`config.mk`:
```
export PLATFORM = sky130hd
export DESIGN_NAME = cmd_decode
export DESIGN_NICKNAME = d
export VERILOG_FILES = /design/src/hdl/trs_io_pkg.sv /design/src/hdl/cmd_decode.sv
export SDC_FILE = /design/constraint.sdc
export NUM_CORES = 1
export LEC_CHECK = 0
export BUFFER_PORTS_ARGS = -buffer_cell sky130_fd_sc_hd__buf_4
export CAP_MARGIN = 20
export CORE_MARGIN = 8
export CORE_UTILIZATION = 25
export CTS_CLUSTER_SIZE = 20
export DETAILED_ROUTE_END_ITERATION = 6
export HOLD_SLACK_MARGIN = 0.05
export PLACE_DENSITY = 0.43
export SYNTH_ARGS = -nofsm -noshare
export SYNTH_HDL_FRONTEND = slang
export SYNTH_SLANG_ARGS = --single-unit
```
`constraint.sdc`:
```
create_clock -name clk -period 3 [get_ports clk]
set_clock_uncertainty 0.1 [all_clocks]
set_input_delay 0.15 -clock clk [delete_from_list [all_inputs] [get_ports clk]]
set_output_delay 0.15 -clock clk [all_outputs]
set_load 0.1 [all_outputs]
```
`src/hdl/trs_io_pkg.sv`:
```
`default_nettype none

package trs_io_pkg;

  typedef logic [7:0] byte_t;  // spi and data byte

  // command codes sent by the esp
  typedef enum logic [7:0] {
    get_cookie       = 8'd0,
    get_version      = 8'd15,
    set_screen_color = 8'd17,
    send_keyb        = 8'd19,
    z80_dsp_set_addr = 8'd23,
    z80_dsp_poke     = 8'd24,
    z80_dsp_peek     = 8'd25,
    set_led          = 8'd26,
    set_esp_status   = 8'd32
  } cmd_t;

  localparam int max_params = 3;  // set_screen_color carries the most
  typedef logic [1:0] param_idx_t;

  // fixed answers
  localparam byte_t      cookie        = 8'haf;
  localparam logic [2:0] version_major = 3'd0;
  localparam logic [4:0] version_minor = 5'd3;

  localparam int keyb_rows = 8;  // 8x8 matrix

  typedef logic [23:0] rgb_t;  // r in the top byte

  // 2k display ram by default
  localparam int dsp_addr_w = 11;

endpackage

`default_nettype wire

```
`src/hdl/cmd_decode.sv`:
```
`timescale 1ns/1ps
`default_nettype none

module cmd_decode (
  input  wire logic              clk,
  input  wire logic              cass_out_sel_n,
  input  wire logic              cs_n,
  input  wire trs_io_pkg::byte_t rx_byte,
  input  wire logic              rx_valid,
  input  wire logic              reply_busy,
  output trs_io_pkg::cmd_t       cmd,
  output trs_io_pkg::byte_t      param0,
  output trs_io_pkg::byte_t      param1,
  output trs_io_pkg::byte_t      param2,
  output logic                   action,
  output logic                   cmd_error
);
  import trs_io_pkg::*;

  typedef enum logic {
    idle,
    read_params
  } state_t;

  state_t     state;
  logic [1:0] cs_sync;
  param_idx_t idx;       // next parameter slot
  param_idx_t remain;    // parameters still to come
  param_idx_t n_params;
  logic       known;
  logic       take;
  byte_t      params [max_params];

  // reply slot bytes are dropped here
  assign take = rx_valid & ~reply_busy & ~cs_sync[1];

  // parameter count per command code
  always_comb begin
    known = 1'b1;
    case (cmd_t'(rx_byte))
      set_screen_color:                      n_params = 2'd3;
      send_keyb, z80_dsp_set_addr:           n_params = 2'd2;
      z80_dsp_poke, set_led, set_esp_status: n_params = 2'd1;
      get_cookie, get_version, z80_dsp_peek: n_params = 2'd0;
      default: begin
        n_params = 2'd0;
        known    = 1'b0;  // unknown code
      end
    endcase
  end

  always_ff @(posedge clk or negedge cass_out_sel_n) begin
    if (!cass_out_sel_n) begin
      state     <= idle;
      cs_sync   <= 2'b11;
      idx       <= '0;
      remain    <= '0;
      action    <= 1'b0;
      cmd_error <= 1'b0;
    end else begin
      cs_sync <= {cs_sync[0], cs_n};
      action  <= 1'b0;  // single cycle strobe
      if (cs_sync[1]) begin
        state <= idle;  // deselect ends any half-read command
      end else if (take) begin
        if (state == idle) begin
          idx    <= '0;
          remain <= n_params;
          if (!known) begin
            cmd_error <= 1'b1;  // sticky until reset
          end else if (n_params == 2'd0) begin
            action <= 1'b1;
          end else begin
            state <= read_params;
          end
        end else begin
          idx    <= idx + 2'd1;
          remain <= remain - 2'd1;
          if (remain == 2'd1) begin
            action <= 1'b1;  // last parameter in
            state  <= idle;
          end
        end
      end
    end
  end

  // command and parameter bytes
  always_ff @(posedge clk) begin
    if (take && state == idle) cmd <= cmd_t'(rx_byte);
    if (take && state == read_params) params[idx] <= rx_byte;
  end

  assign param0 = params[0];
  assign param1 = params[1];
  assign param2 = params[2];

endmodule

`default_nettype wire

```
==> out/results.tsv <==
metric	value	unit
status	finished, final reports clean	
layout.cells.non_filler	231	
crit_arrival	1.72	ns
start_util	0.260	
ioPinCount	47	
ant_nets	0	
r2r-end	cmd[0]	
peakVddDrop	0.162	mV
synth_top_cell_by_area	edfxtp_1	
startpoint_type	flip-flop	
r2r_start	cs_sync[1]	
final_cell_area	2180	sq um
path_clk_slew	0.07	ns
reg2reg_depth	2	
antenna_found_initial	0	
drt_iter0_markers	45	
utilization	0.363	
holdPathStages	1	
p_clk_frac	0.373	
viasPerCell	4.40	
synth_seq_cells	41	
drv_cap	0	
final_nets	172	
synth_top_area_share	0.616	
numCtsBuffers	5	
grt_usage	0.0789	
switchingPower	230	uW
num_vias	1017	
swShare	0.204	
diodes	0	
hold_path_class	primary input to flip-flop	
netlist_instances	96	
htreeDepth	2	
relSlewSlack	0.517	
yosys_warnings	0	
synth_cell_types	33	
hpwlAfterDp	2540	um
grt_pass1_vias	1082	
worst_pin_slew	0.721	ns
critical_path_class	flip-flop to flip-flop	
fin_ws	1.09	ns
cts_post_setup_buffers_inserted	0	
layout-area-overhead-vs-synth	39.5	%
finalHoldViolations	0	
hold_end	params[2][0]	
ys_seq_area_frac	0.762	
endpoint_kind	flip-flop	
min_period_over_period	0.637	
clock_path_buffers	2	
finalSetupViolCount	0	
rows	28	
critPathMaxFanout	9	
synth_commonest_cells	edfxtp_1 (32), dfrtp_1 (7), nand2_1 (5)	
worstSkewPairLatency	0.28	ns
ctsRootBufferMaster	clkbuf_8	
dpl.cell_count	214	
core_area	5990	sq um
drc	0	
die-area	9030	sq um
die_y	95	um
fin_tns_setup	0	ns
p_comb_frac	0.073	
port_buffers	46	
power-per-cell-area	518	nW/um^2
synth-edff-count	32	
wirelength	3410	um
syn_avg_cell_area	16.3	sq um
intPower	896	uW
layout-drive-gt1-share	0.365	
grt_setup_unrepaired	false	
p_leak	0.837	nW
dp_worst_setup_slack	1.06	ns
grt_overflow_total	0	
cts_tree	done	
required	2.81	ns
async_flop_share	0.220	
maxSlewViolCount	0	
layout_min_cycle_time	1.91	ns
grt_max_degree	15	
max_clock_freq	524	MHz
wire_per_inst	14.7	um
power_frac_seq	0.554	
r2r_slack	1.09	ns
cts_sinks	41	
synth_ff_type	edfxtp_1	
place_area	1980	sq um
grt_pass1_wl	5500	um
die_x	95	um
ys_top_cells_by_area	edfxtp_1 (62%), dfrtp_1 (11%), dfstp_2 (3.4%), ha_1 (3.2%), and3_1 (1.6%)	
dr.pass1.iters	4	
routabilityCongestion	0.730	
synth.most_common_cell	edfxtp_1	
syn_nets	113	
synth.cell_area	1560	sq um
hp-start	rx_byte[0]	
fill_cells	580	
==> worst max path at each step <==
stage	startpoint	depth (start not counted)	slack (ns)	endpoint
global route	cs_sync[1]	2	1.00	cmd[5]
detailed placement	cs_sync[1]	2	1.06	cmd[4]
CTS	cs_sync[1]	2	1.05	cmd[4]
global placement	cs_sync[1]	2	1.11	cmd[4]
floorplan	cs_sync[1]	3	1.27	cmd[0]
finish	cs_sync[1]	2	1.09	cmd[0]
==> cells in the final DEF (no fill, tap or decap), types with 2 or more instances in the layout <==
| cell | synthesis | layout |
|---|---|---|
| dfstp_2 | 2 | 2 |
| nand2b_1 | 2 | 2 |
| and3_1 | 4 | 4 |
| clkbuf_8 | 0 | 5 |
| dfrtp_1 | 7 | 7 |
| buf_4 | 0 | 46 |
| nor2_1 | 4 | 4 |
| or3_1 | 2 | 2 |
| a21oi_1 | 2 | 2 |
| edfxtp_1 | 32 | 32 |
| dlygate4sd3_1 | 0 | 9 |
| o21ai_1 | 3 | 3 |
| nand3_1 | 4 | 4 |
| ha_1 | 4 | 4 |
| inv_1 | 4 | 4 |
| nand2_1 | 5 | 5 |
==> final cells by class <==
class,count,area (sq um),area share
sequential,41,1190,0.546
timing repair buffer,55,435,0.200
multi-input combinational,48,338,0.155
tap,75,93.8,0.0431
clock buffer,6,72.6,0.0333
clock inverter,2,33.8,0.0155
inverter,4,15.0,0.00690
==> per-stage QoR <==
step / hold WS (ns) / power [mW]
2_1_floorplan: -0.246 / 0.676
3_3_place_gp: -0.117 / 0.710
3_5_place_dp: -0.118 / 0.710
4_1_cts: 0.0510 / 1.14
5_1_grt: 0.0553 / 1.17
6_report: 0.0624 / 1.13
==> registers in the layout, summed over array words and instances (netlist names) <==
name       flops
action         1
cmd            8
cmd_error      1
cs_sync        2
idx            2
params        24
remain         2
state          1
==> power by group through the flow <==
stage               Sequential, mW  Combinational, mW  Clock, mW
finish                       0.624             0.0819      0.420
CTS                          0.625             0.0831      0.431
global route                 0.625             0.0887      0.457
global placement             0.637             0.0730          0
detailed placement           0.637             0.0735          0
floorplan                    0.658             0.0179          0
==> critical path, stage by stage (launching register included) <==
cell and delay [ns]:
dfstp_2 0.38, or3b_1 0.46, nor2_1 0.60
==> routing by layer <==
layer	share of wire	wire length, um	vias to the layer above	global-route usage
li1	-	-	478	-
met1	0.40	1350	501	0.0883
met4	0.013	44	0	0.0273
met2	0.49	1670	33	0.131
met5	0	0	-	0
met3	0.10	339	5	0.0349
==> kinds of logic after synthesis <==
family,share of synthesized area
flip-flops,0.762
AND/OR/NAND/NOR,0.114
AO/OA/AOI/OAI,0.0642
buffers and inverters,0.0217
adder cells (fa/ha/maj),0.0321
multiplexers,0.00642
==> what timing repair did <==
action / in CTS / in global routing
endpoints found under the hold margin: 38 / 0
resized for setup: 0 / 0
hold buffers: 9 / 0
Power figures use the tool's default switching activity.
