[config.mk]
export PLATFORM = sky130hd
export DESIGN_NAME = spi_slave
export DESIGN_NICKNAME = d
export VERILOG_FILES = /design/src/hdl/trs_io_pkg.sv /design/src/hdl/spi_slave.sv
export SDC_FILE = /design/constraint.sdc
export NUM_CORES = 1
export LEC_CHECK = 0
export ABC_AREA = 0
export BUFFER_PORTS_ARGS = -buffer_cell sky130_fd_sc_hd__clkbuf_2
export CELL_PAD_IN_SITES_DETAIL_PLACEMENT = 1
export CELL_PAD_IN_SITES_GLOBAL_PLACEMENT = 1
export CORE_MARGIN = 1
export CORE_UTILIZATION = 25
export CTS_CLUSTER_SIZE = 8
export DETAILED_ROUTE_END_ITERATION = 12
export PLACE_DENSITY = 0.57
export SYNTH_ARGS = -nofsm -noshare
export SYNTH_HDL_FRONTEND = slang
export SYNTH_SLANG_ARGS = --single-unit
[constraint.sdc]
create_clock -name clk -period 2.9 [get_ports clk]
set_input_delay 0.435 -clock clk [delete_from_list [all_inputs] [get_ports clk]]
set_output_delay 0.435 -clock clk [all_outputs]
set_load 0.005 [all_outputs]
[src/hdl/trs_io_pkg.sv]
`default_nettype none

package trs_io_pkg;

  typedef logic [7:0] byte_t;  // spi and data byte

  // command codes sent by the esp
  typedef enum logic [7:0] {
    get_cookie       = 8'd0,
    get_version      = 8'd15,
    set_screen_color = 8'd17,
    send_keyb        = 8'd19,
    z80_dsp_set_addr = 8'd23,
    z80_dsp_poke     = 8'd24,
    z80_dsp_peek     = 8'd25,
    set_led          = 8'd26,
    set_esp_status   = 8'd32
  } cmd_t;

  localparam int max_params = 3;  // set_screen_color carries the most
  typedef logic [1:0] param_idx_t;

  // fixed answers
  localparam byte_t      cookie        = 8'haf;
  localparam logic [2:0] version_major = 3'd0;
  localparam logic [4:0] version_minor = 5'd3;

  localparam int keyb_rows = 8;  // 8x8 matrix

  typedef logic [23:0] rgb_t;  // r in the top byte

  // 2k display ram by default
  localparam int dsp_addr_w = 11;

endpackage

`default_nettype wire

[src/hdl/spi_slave.sv]
`timescale 1ns/1ps
`default_nettype none

module spi_slave (
  input  wire logic              clk,
  input  wire logic              cass_out_sel_n,
  input  wire logic              sck,
  input  wire logic              cs_n,
  input  wire logic              mosi,
  input  wire trs_io_pkg::byte_t tx_byte,
  output trs_io_pkg::byte_t      rx_byte,
  output logic                   rx_valid,
  output logic                   miso
);
  import trs_io_pkg::*;

  logic [2:0] sck_sync;   // [0] may be metastable
  logic [2:0] cs_sync;
  logic [1:0] mosi_sync;
  logic       sck_rise;
  logic       cs_active;
  logic       cs_fall;    // start of a frame
  logic [2:0] bit_cnt;
  byte_t      shift_q;

  assign sck_rise  = (sck_sync[2:1] == 2'b01);
  assign cs_active = ~cs_sync[1];
  assign cs_fall   = (cs_sync[2:1] == 2'b10);

  // synchronisers, bit counter and byte strobe
  always_ff @(posedge clk or negedge cass_out_sel_n) begin
    if (!cass_out_sel_n) begin
      sck_sync  <= 3'b000;
      cs_sync   <= 3'b111;  // deselected
      mosi_sync <= 2'b00;
      bit_cnt   <= 3'd0;
      rx_valid  <= 1'b0;
    end else begin
      sck_sync  <= {sck_sync[1:0], sck};
      cs_sync   <= {cs_sync[1:0], cs_n};
      mosi_sync <= {mosi_sync[0], mosi};
      if (!cs_active) begin
        bit_cnt <= 3'd0;  // frame aborted or idle
      end else if (sck_rise) begin
        bit_cnt <= bit_cnt + 3'd1;  // wraps after bit 7
      end
      // eighth bit of a byte just shifted in
      rx_valid <= cs_active && sck_rise && (bit_cnt == 3'd7);
    end
  end

  // receive shift register, msb first
  always_ff @(posedge clk) begin
    if (cs_fall) begin
      shift_q <= 8'h00;
    end else if (cs_active && sck_rise) begin
      shift_q <= {shift_q[6:0], mosi_sync[1]};
    end
  end

  assign rx_byte = shift_q;  // complete while rx_valid is high

  // next bit shows up once the rising edge has been counted
  assign miso = cs_n ? 1'b0 : tx_byte[3'd7 - bit_cnt];

endmodule

`default_nettype wire

==> out/results.txt <==
The initial core utilization is 0.270, and the area share of the leading cell type in the synthesized netlist is 0.298. The tools report the number of hold buffers added after cts as 0. For the internal power summed over all cells, the log shows 381 uW.

The number of cell rows came out at 19. The setup path with the least slack is of type flop to output pin. The worst setup path is captured at an output pin. The setup-violating endpoint count in the final report came out at 0. The area of combinational cells with multiple inputs came out at 277 sq um.

The synthesized netlist contains 20 unique library cells. The post-detailed-placement cell area is 893 sq um, and the final hold slack is -0.785 ps. The count of buffers added on input and output ports is 22.

The post-synthesis instance area was 757 sq um. The proportion of register bits with asynchronous set or reset after synthesis was 0.600; the post-cts resize count was 0. 23 I/O pins were placed. The checks that failed: hold timing. The horizontal die dimension is 57.0 um, and the first-pass GRT wire length is 2480 um. At the pin with the least slew margin, the transition time is 553 ps. Setup repair after global routing left no endpoint under its margin.

In the routed design, unresolved DRC markers number 0. Total track usage: 0.101. For this run, the top clock speed supported by timing is 501 MHz. The proportion of layout cells with a drive suffix above 1 came out at 0.333. The run gives 0.319 as the clock network power share. The die covers 0.00325 sq mm. Across all register-to-register paths, the minimum setup slack is 1580 ps.

When the netlist entered floorplanning its net count stood at 82. The tools report the Yosys warning count as 0. After the flow finishes, the layout carries non-filler instances totaling 121.

Number of antenna violations at the first check in global routing: 0. Across the whole layout, storage elements account for 464 sq um. Summed over all layers, the global routing overflow is 0. After synthesis the netlist holds a flip-flop and latch count of 20. The run gives 290 ps as the insertion delay of the later-clocked pin in the worst-skew pair.

Walking the worst path, the cells encountered are mux4_1 > nor2_1 > a311oi_1 > clkbuf_2. For the number of levels in the clock H-tree, the log shows 1. The category of the worst setup path launch point was a flop. The height of the die is 57.0 um, and the total CTS buffers is 3. The finished cells cover 930 sq um. At the end of routability-driven placement, the weighted congestion stood at 0.666. For this design, the slowest cell found on the critical path is mux4_1. The setup fix buffers added after clock tree synthesis was 0; the maximum fanout count along the critical path was 5. At the worst endpoint, the required time is 2470 ps. Across the run, the number of max-cap violations was 0. The run finished, with violations left.

TritonCTS built the clock tree. The biggest cell delay along the critical path is 570 ps, and the antenna diode count is 0. The worst max-slew margin expressed relative to the limit is 0.629.

For the final clock skew, the log shows 7.08 ps. By area the synthesized netlist is led by dfrtp_1, dfxtp_1, dfstp_2, a21oi_1, mux2i_1. The wire length per cell is 11.8 um. Compared with the post-synthesis result, the final layout area differs by 22.8%.

The logs give 0 for the number of nets with antenna violations after routing and 15 for the largest net degree at the start of global routing. Post-route fraction of the period consumed by the critical path: 0.688. Shortest clock period the worst path allows after layout: 1990 ps.

Dominant cell type by area after synthesis: dfrtp_1. The net switching component of the power was 103 uW; the post-synthesis sequential area ratio was 0.613. The run gives 67 as the gate count after technology mapping. The commonest cells after synthesis are dfrtp_1, a21oi_1, dfxtp_1, nand2_1, o21ai_0. Across the VDD grid, the largest voltage drop is 0.163 mV. The most common cell in the synthesized netlist is dfrtp_1. In the routed layout, each cell is associated on average with a via count of 4.71.

Clock edge transition at the registers on the reported setup and hold paths: 110 ps. The count of flip-flops with a built-in enable after synthesis is 0, and the number of hold-slack violations in the final timing report is 1. In this run the standard cell core region covers 0.00281 sq mm.

The number of inserted filler cells in the final layout was 331; the total power divided by cell area was 521 mW/mm^2. The worst hold path belongs to the class primary input to asynchronous set/reset pin. The final-report max-slew violation count was 0; the total via count in the routed design was 570. The switching part of the total works out to 0.212. Detailed placement finished with a half-perimeter wire length of 1090 um. The average size of a mapped cell was 11.3 sq um. For the final routed database, the setup TNS stands at 0 ps. The portion of total power attributed to combinational logic came out at 0.070. The most frequently used flop master after synthesis is dfrtp_1.

Including well taps, the total number of placed cells is 117. At the worst endpoint, the arrival time is 1560 ps. The total number of clock tree sinks was 20; the maximum root-to-sink buffer count was 2. The net count of the finished layout is 106. After the first detailed-routing iteration, the DRC count stood at 6. The count of buffering cells on the critical path with inverters included came out at 1. The iteration count of the initial detailed-routing pass is 2. The cell family with the largest share of critical-path delay was multiplexers. In this run the static leakage power is 0.000425 uW. The number of global-route vias before repair was 543. The sequential share of power is 0.611, and the detailed-route wire length is 1430 um. The cell sitting at the root of the clock tree is a clkbuf_4.
## power by group through the flow
stage	sequential [uW]	clock (uW)	combinational (uW)
global route	297	175	39.7
global placement	302	0	34.7
finish	296	154	34.0
detailed placement	302	0	35.4
floorplan	299	0	19.6
CTS	296	163	35.5
## cells in the final DEF (no fill, tap or decap)
cell type  netlist  routed
xnor2_1          1       1
clkbuf_2         0      22
inv_1            1       1
nand2b_1         1       1
a21o_1           1       1
dfrtp_1          9       9
nor2_1           5       5
ha_1             2       2
and2_1           1       1
a311oi_1         1       1
nor2b_1          1       1
a21oi_1          8       8
nor3b_2          1       1
nand2_1          8       8
clkbuf_8         0       1
mux4_1           1       1
dfstp_2          3       3
dfxtp_1          8       8
mux2i_1          4       4
o21ai_0          8       8
clkbuf_4         0       3
## state kept, by name (all words and copies together), names as in the netlist
register,count
bit_cnt,3
rx_byte,8
rx_valid,1
cs_sync,3
sck_sync,3
mosi_sync,2
## worst paths after layout
path / from / end / cells after the start
worst min register to register: sck_sync[0] / sck_sync[1] / 0
max in group asynchronous: cass_out_sel_n / cs_sync[2] / 1
min in group clk: cs_n / cs_sync[0] / 1
worst min-delay path: cass_out_sel_n / sck_sync[2] / 1
worst max-delay path: bit_cnt[1] / miso / 4
worst max register to register: cs_sync[1] / rx_byte[3] / 3
## final cells by class
cell class,instances,share of cell area
inverters,1,0.00404
repair buffers,22,0.118
multi-input cells,43,0.297
well taps,31,0.0417
clock buffers,4,0.0390
flip-flops and latches,20,0.499
## metrics by stage
| stage | utilization | total power, uW | worst slack (ps) | hold slack [ps] |
|---|---|---|---|---|
| finish | 0.331 | 484 | 905 | -0.785 |
| detailed placement | 0.318 | 337 | 1190 | 336 |
| global placement | 0.318 | 336 | 1200 | 334 |
| floorplan | - | 318 | 1390 | 139 |
| global route | 0.331 | 512 | 800 | 0.373 |
| CTS | 0.331 | 495 | 877 | 5.03 |
## metal layers
metal / part of all wire / global-route usage / wire [um] / vias to the layer above
li1: - / - / - / 277
met1: 0.47 / 0.135 / 676 / 272
met2: 0.45 / 0.150 / 642 / 19
met3: 0.070 / 0.0340 / 100 / 2
met4: 0.0056 / 0.0418 / 8 / 0
met5: 0 / 0 / 0 / -
## cells by family (layout without fill, tap and decap cells)
group                      count (synthesis)  count (layout)  synth area share
AOI/OAI and AO/OA                         18              18             0.127
xor gates and xnor gates                   1               1            0.0116
adders and majority gates                  2               2            0.0331
buffers and inverters                      4              27            0.0215
DFF                                       20              20             0.613
muxes                                      5               5            0.0876
and+or+nand+nor                           17              17             0.106
No activity file was read; power rests on OpenSTA's default activity.
