[config.mk]
export PLATFORM = sky130hd
export DESIGN_NAME = reply_select
export DESIGN_NICKNAME = d
export VERILOG_FILES = /design/src/hdl/trs_io_pkg.sv /design/src/hdl/reply_select.sv
export SDC_FILE = /design/constraint.sdc
export NUM_CORES = 1
export LEC_CHECK = 0
export ABC_CLOCK_PERIOD_IN_PS = 1300
export BUFFER_PORTS_ARGS = -buffer_cell sky130_fd_sc_hd__buf_2
export CORE_AREA = 2 2 39 41
export DETAILED_ROUTE_END_ITERATION = 8
export DIE_AREA = 0 0 41 43
export HOLD_SLACK_MARGIN = 0.1
export PLACE_DENSITY = 0.68
export SLEW_MARGIN = 25
export SYNTH_ARGS = -nofsm -noshare
export SYNTH_HDL_FRONTEND = slang
export SYNTH_SLANG_ARGS = --single-unit
[constraint.sdc]
create_clock -name clk -period 1.3 [get_ports clk]
set_input_delay 0 -clock clk [delete_from_list [all_inputs] [get_ports clk]]
set_output_delay 0 -clock clk [all_outputs]
set_load 0.05 [all_outputs]
[src/hdl/trs_io_pkg.sv]
`default_nettype none

package trs_io_pkg;

  typedef logic [7:0] byte_t;  // spi and data byte

  // command codes sent by the esp
  typedef enum logic [7:0] {
    get_cookie       = 8'd0,
    get_version      = 8'd15,
    set_screen_color = 8'd17,
    send_keyb        = 8'd19,
    z80_dsp_set_addr = 8'd23,
    z80_dsp_poke     = 8'd24,
    z80_dsp_peek     = 8'd25,
    set_led          = 8'd26,
    set_esp_status   = 8'd32
  } cmd_t;

  localparam int max_params = 3;  // set_screen_color carries the most
  typedef logic [1:0] param_idx_t;

  // fixed answers
  localparam byte_t      cookie        = 8'haf;
  localparam logic [2:0] version_major = 3'd0;
  localparam logic [4:0] version_minor = 5'd3;

  localparam int keyb_rows = 8;  // 8x8 matrix

  typedef logic [23:0] rgb_t;  // r in the top byte

  // 2k display ram by default
  localparam int dsp_addr_w = 11;

endpackage

`default_nettype wire

[src/hdl/reply_select.sv]
`timescale 1ns/1ps
`default_nettype none

module reply_select (
  input  wire logic              clk,
  input  wire logic              cass_out_sel_n,
  input  wire trs_io_pkg::cmd_t  cmd,
  input  wire logic              action,
  input  wire trs_io_pkg::byte_t dsp_rdata,
  input  wire logic              dsp_rdata_valid,
  input  wire logic              rx_valid,
  output trs_io_pkg::byte_t      tx_byte,
  output logic                   reply_busy
);
  import trs_io_pkg::*;

  always_ff @(posedge clk or negedge cass_out_sel_n) begin
    if (!cass_out_sel_n) begin
      tx_byte    <= 8'h00;
      reply_busy <= 1'b0;
    end else if (action && cmd == get_cookie) begin
      tx_byte    <= cookie;
      reply_busy <= 1'b1;
    end else if (action && cmd == get_version) begin
      tx_byte    <= {version_major, version_minor};
      reply_busy <= 1'b1;
    end else if (dsp_rdata_valid) begin
      tx_byte    <= dsp_rdata;  // peek result
      reply_busy <= 1'b1;
    end else if (rx_valid && reply_busy) begin
      // dummy byte done, slot closed
      tx_byte    <= 8'h00;
      reply_busy <= 1'b0;
    end
  end

endmodule

`default_nettype wire

==> results of run 1 <==
cell families after synthesis:
kind of cell / Yosys count / synth area share
and+or+nand+nor: 23 / 0.253
AOI/OAI and AO/OA: 14 / 0.221
DFF: 9 / 0.480
buffers and inverters: 2 / 0.0240
muxes: 1 / 0.0213
state kept, by name (all words and copies together) (netlist names):
name and cells:
tx_byte 8, reply_busy 1
metal layers:
metal	up-vias	track usage
li1	259	-
met1	227	0.180
met2	26	0.247
met3	0	0.0628
met4	0	0.0600
met5	-	0
stage by stage:
step                      instance area [µm²]  utilization  hold slack [ns]
after floorplan                           469            -           -0.296
after global placement                    627        0.453           -0.136
after detailed placement                  627        0.453           -0.138
after CTS                                 723        0.523            0.103
after global routing                      723        0.523            0.114
final                                     723        0.523            0.115
worst max-delay path, stage by stage:
cell,delay (ns)
dlygate4sd3_1,0.52
buf_2,0.16
mux2i_1,0.22
nor2_2,0.09
a221o_1,0.27
cell type report:
class                   instances  area [µm²]
inverters                       1        3.75
multi-input cells              38         233
well taps                      16        20.0
flip-flops and latches          9         225
repair buffers                 36         215
fillers                       135         661
clock buffers                   4        26.3
worst min-delay path by stage:
stage | end | slack [ns]
finish | reply_busy$_DFFE_PN0P_ | 0.11
global route | reply_busy$_DFFE_PN0P_ | 0.11
global placement | tx_byte[0]$_DFFE_PN0P_ | -0.14
floorplan | reply_busy$_DFFE_PN0P_ | -0.30
detailed placement | tx_byte[4]$_DFFE_PN0P_ | -0.14
CTS | reply_busy$_DFFE_PN0P_ | 0.10
layout by cell type, fill, tap and decap left out, types with 2 or more instances in the layout:
| cell | netlist | layout |
|---|---|---|
| a221o_1 | 2 | 2 |
| dfrtp_1 | 9 | 9 |
| a22oi_1 | 2 | 2 |
| nor2_1 | 8 | 8 |
| buf_2 | 0 | 29 |
| a21oi_1 | 5 | 5 |
| a22o_1 | 4 | 4 |
| dlygate4sd3_1 | 0 | 7 |
| nor2b_1 | 3 | 3 |
| nand2_1 | 5 | 5 |
| clkbuf_4 | 0 | 3 |
power breakdown:
| part | internal (mW) | total [mW] | switching (mW) |
|---|---|---|---|
| combinational | 0.0815 | 0.222 | 0.141 |
| clock | 0.118 | 0.222 | 0.104 |
| sequential | 0.302 | 0.313 | 0.0113 |
| total | 0.502 | 0.758 | 0.256 |
repair_timing:
item                                   CTS  global route
endpoints found under the hold margin   18             0
gates resized for setup                  0             0
hold buffers                             7             0
==> flow_summary.toml, run 1 <==
[run_status]
outcome = "finished clean"

[floorplan]
die_area_mm2 = 0.00176
rows = 14
boundaryPins = 30
core_mm2 = 0.00138
die-height_um = 43
die_w_um = 41
initial_core_util = 0.339

[grt]
antenna_found_initial = 0
grt_overflow_total = 0
grt_pass1_vias = 437
grt_pass1_wl_um = 1810
grt_max_degree = 15
gr-usage-all-layers = 0.156

[route]
met2_length_um = 549
drc = 0
routed_wl_um = 1210
met1Wirelength_um = 571
wl_met3_um = 93
first_pass_iters = 4
antenna_left = 0
wl_per_cell_um = 11.7
via_per_inst = 4.92
drt_iter0_drc = 13
top_layer_used = "met3"
vias = 512

[timing]
fin_crit_ns = 1.11
drv_slew = 0
fmax_ghz = 0.903
rsz0062_at_grt = "false"
setup_ws_ns = 0.193
finalSetupViolations = 0
fin_crit_sh = 0.852
slew_headroom = 0.776
finalSetupTns_ns = 0
finClkSkew_ns = 0.00356
hold_viol = 0
max_slew.worst_pin.slew_ns = 0.336

[setup_path]
cp-endpoint = "tx_byte[1]$_DFFE_PN0P_"
arrival_ns = 1.25
worstPathRequired_ns = 1.44
reg2regPathDepth = 3
start_kind = "primary input"
crit_type = "primary input to flip-flop"
timing.rr.start = "reply_busy$_DFFE_PN0P_"
rr_endpoint = "tx_byte[4]$_DFFE_PN0P_"
end_kind = "flip-flop"
cp_max_fo = 5
r2r_slack_ns = 0.30
setup.worst_path.start = "cmd[2]"

[logic_synthesis]
seq_area_frac_synth = 0.480
yosysWarningCount = 0
yosys.area.top_type = "dfrtp_1"
yosysMostFrequentCell = "dfrtp_1"
synth_nets = 70
syn_inst = 49
synth-main-ff-cell = "dfrtp_1"
async_flop_share = 1.00
syn_area_per_cell_um2 = 9.58
synth_top_cell_area_share = 0.480
synthTopCellsByCount = "dfrtp_1, nor2_1, a21oi_1, nand2_1, a22o_1"
synth_area_leaders = "dfrtp_1, a22o_1, nor2_1, a21oi_1, a221o_1"
netlist_area_um2 = 469
ys_ff_latch = 9
synth_cell_type_count = 19
synth_edf_count = 0

[placed_design]
gp_congestion = 0.762
io_buffers = 29
dp_slack_ns = 0.313
place_inst = 93

[cts]
htree_num_levels = 1
cts_tree = "yes"
cts.sinks = 9
clk_path_buf_depth = 2
worstSkewPairLatency_ns = 0.26
post-cts-setup-buffers = 0
cts_made_buffers = 3
clk_pin_slew_ns = 0.07
root_buffer = "clkbuf_4"

[finish]
layout-drive-gt1-share = 0.398
nNetsFinal = 110
diodes = 0
final_cell_count_no_fill = 104
area_growth_pct = 54.1

[power]
powerDensity_mw_per_mm2 = 1050
peakVddDrop_v = 0.000880
p_leak_nw = 0.377
p_total_mw = 0.758

[worst_hold_path]
hold_class = "primary input to flip-flop"
min_path_cells = 2
hp-start = "dsp_rdata_valid"

[run]
drv_cap = 0
Power figures use the tool's default switching activity.
==> run 2: changes to the inputs <==
Settings changed: BUFFER_PORTS_ARGS -buffer_cell sky130_fd_sc_hd__buf_2 to -buffer_cell sky130_fd_sc_hd__clkbuf_2, PLACE_DENSITY 0.68 to not set, PLACE_DENSITY_LB_ADDON set to 0.3.
==> flow_summary.toml, run 2 (synthesis results as in run 1) <==
[run_status]
outcome = "finished clean"

[setup_path]
reg2regPathDepth = 4
cp_max_fo = 5
rr_endpoint = "tx_byte[7]$_DFFE_PN0P_"
crit_family = "buffers and inverters"
crit_type = "primary input to flip-flop"
worst_path_largest_cell_delay_ns = 0.52
cp_slowest_cell = "dlygate4sd3_1"
start_kind = "primary input"
timing.rr.start = "reply_busy$_DFFE_PN0P_"
r2r_slack_ns = 0.27
end_kind = "flip-flop"
arrival_ns = 1.27
crit_buf_inv = 2
worstPathRequired_ns = 1.43
worstPathCellList = "dlygate4sd3_1, clkbuf_2, mux2i_1, nor2_2, a221o_1"

[grt]
antenna_found_initial = 0
gr-usage-all-layers = 0.171
grt_pass1_wl_um = 2020
grt_max_degree = 15
grt_overflow_total = 0
grt_pass1_vias = 485

[route]
drt_iter0_drc = 4
routed_wl_um = 1260
wl_per_cell_um = 12.1
via_per_inst = 4.96
drc = 0
first_pass_iters = 2
vias = 516
antenna_left = 0

[placed_design]
io_buffers = 29
gp_congestion = 0.744
place_inst = 93
hpwl_um = 958

[finish]
reg_top3 = "tx_byte (8), reply_busy (1)"
largest_reg_flops = 8
diodes = 0
nNetsFinal = 110
final_cell_mix = "clkbuf_2, dfrtp_1, nor2_1"
area_growth_pct = 54.1
n_fill_cell = 147
final_common_cell = "clkbuf_2"
layout-drive-gt1-share = 0.398
regMostFlops = "tx_byte"
final_cell_count_no_fill = 104

[cts]
root_buffer = "clkbuf_4"
ctsResizeCount = 0
worstSkewPairLatency_ns = 0.25
clk_pin_slew_ns = 0.06
htree_num_levels = 1
cts.sinks = 9
cts_tree = "yes"
clk_path_buf_depth = 2
cts_made_buffers = 3

[timing]
fin_crit_ns = 1.14
finalSetupViolations = 0
drv_slew = 0
fmax_ghz = 0.880
hold_viol = 0
max_slew.worst_pin.slew_ns = 0.339
finClkSkew_ns = 0.00273
finalSetupTns_ns = 0
rsz0062_at_grt = "false"
slew_headroom = 0.774
fin_crit_sh = 0.874

[run]
drv_cap = 0

[power]
peakVddDrop_v = 0.000423
powerDensity_mw_per_mm2 = 1040
p_leak_nw = 0.380

[floorplan]
die_area_mm2 = 0.00176
core_mm2 = 0.00138
rows = 14
boundaryPins = 30
die-height_um = 43
die_w_um = 41
initial_core_util = 0.339

[worst_hold_path]
hold_class = "primary input to async pin"
run 2: power breakdown:
group          switching, mW  internal, mW
Sequential            0.0127         0.302
Clock                 0.0968         0.118
Combinational          0.142        0.0807
run 2: timing repair:
action	in CTS	in global routing
hold endpoints to repair	18	0
hold buffers	7	0
buffers inserted	0	0
run 2: area by class of cell:
class | instances | area [µm²] | share of cell area
Timing Repair Buffer | 36 | 215 | 0.298
Clock buffer | 4 | 26.3 | 0.0363
Inverter | 1 | 3.75 | 0.00519
Multi-Input combinational cell | 38 | 233 | 0.322
Tap cell | 16 | 20.0 | 0.0277
Sequential cell | 9 | 225 | 0.311
run 2: worst max-delay path by stage:
stage / start / cells past startpoint / end
floorplan: reply_busy$_DFFE_PN0P_ / 2 / tx_byte[0]$_DFFE_PN0P_
global placement: tx_byte[2]$_DFFE_PN0P_ / 4 / tx_byte[2]$_DFFE_PN0P_
detailed placement: reply_busy$_DFFE_PN0P_ / 4 / tx_byte[2]$_DFFE_PN0P_
CTS: cmd[2] / 5 / tx_byte[0]$_DFFE_PN0P_
global route: cmd[2] / 5 / tx_byte[0]$_DFFE_PN0P_
finish: cmd[2] / 5 / tx_byte[0]$_DFFE_PN0P_
run 2: metrics by stage:
stage          total power [mW]   util  worst slack [ns]  hold WS [ns]  instance area, µm²
6_report                  0.752  0.523             0.164         0.129                 723
5_1_grt                   0.797  0.523             0.117         0.149                 723
4_1_cts                   0.757  0.523             0.153         0.136                 723
3_5_place_dp              0.526  0.453             0.287        -0.129                 627
3_3_place_gp              0.522  0.453             0.328        -0.131                 627
2_1_floorplan             0.453      -            0.0141        -0.296                 469
run 2: per-layer routing:
metal	GRT usage	up-vias	wire length [µm]
met5	0	-	0
met4	0.100	0	24
met3	0.0314	2	42
met2	0.272	11	670
met1	0.202	246	525
li1	-	257	-
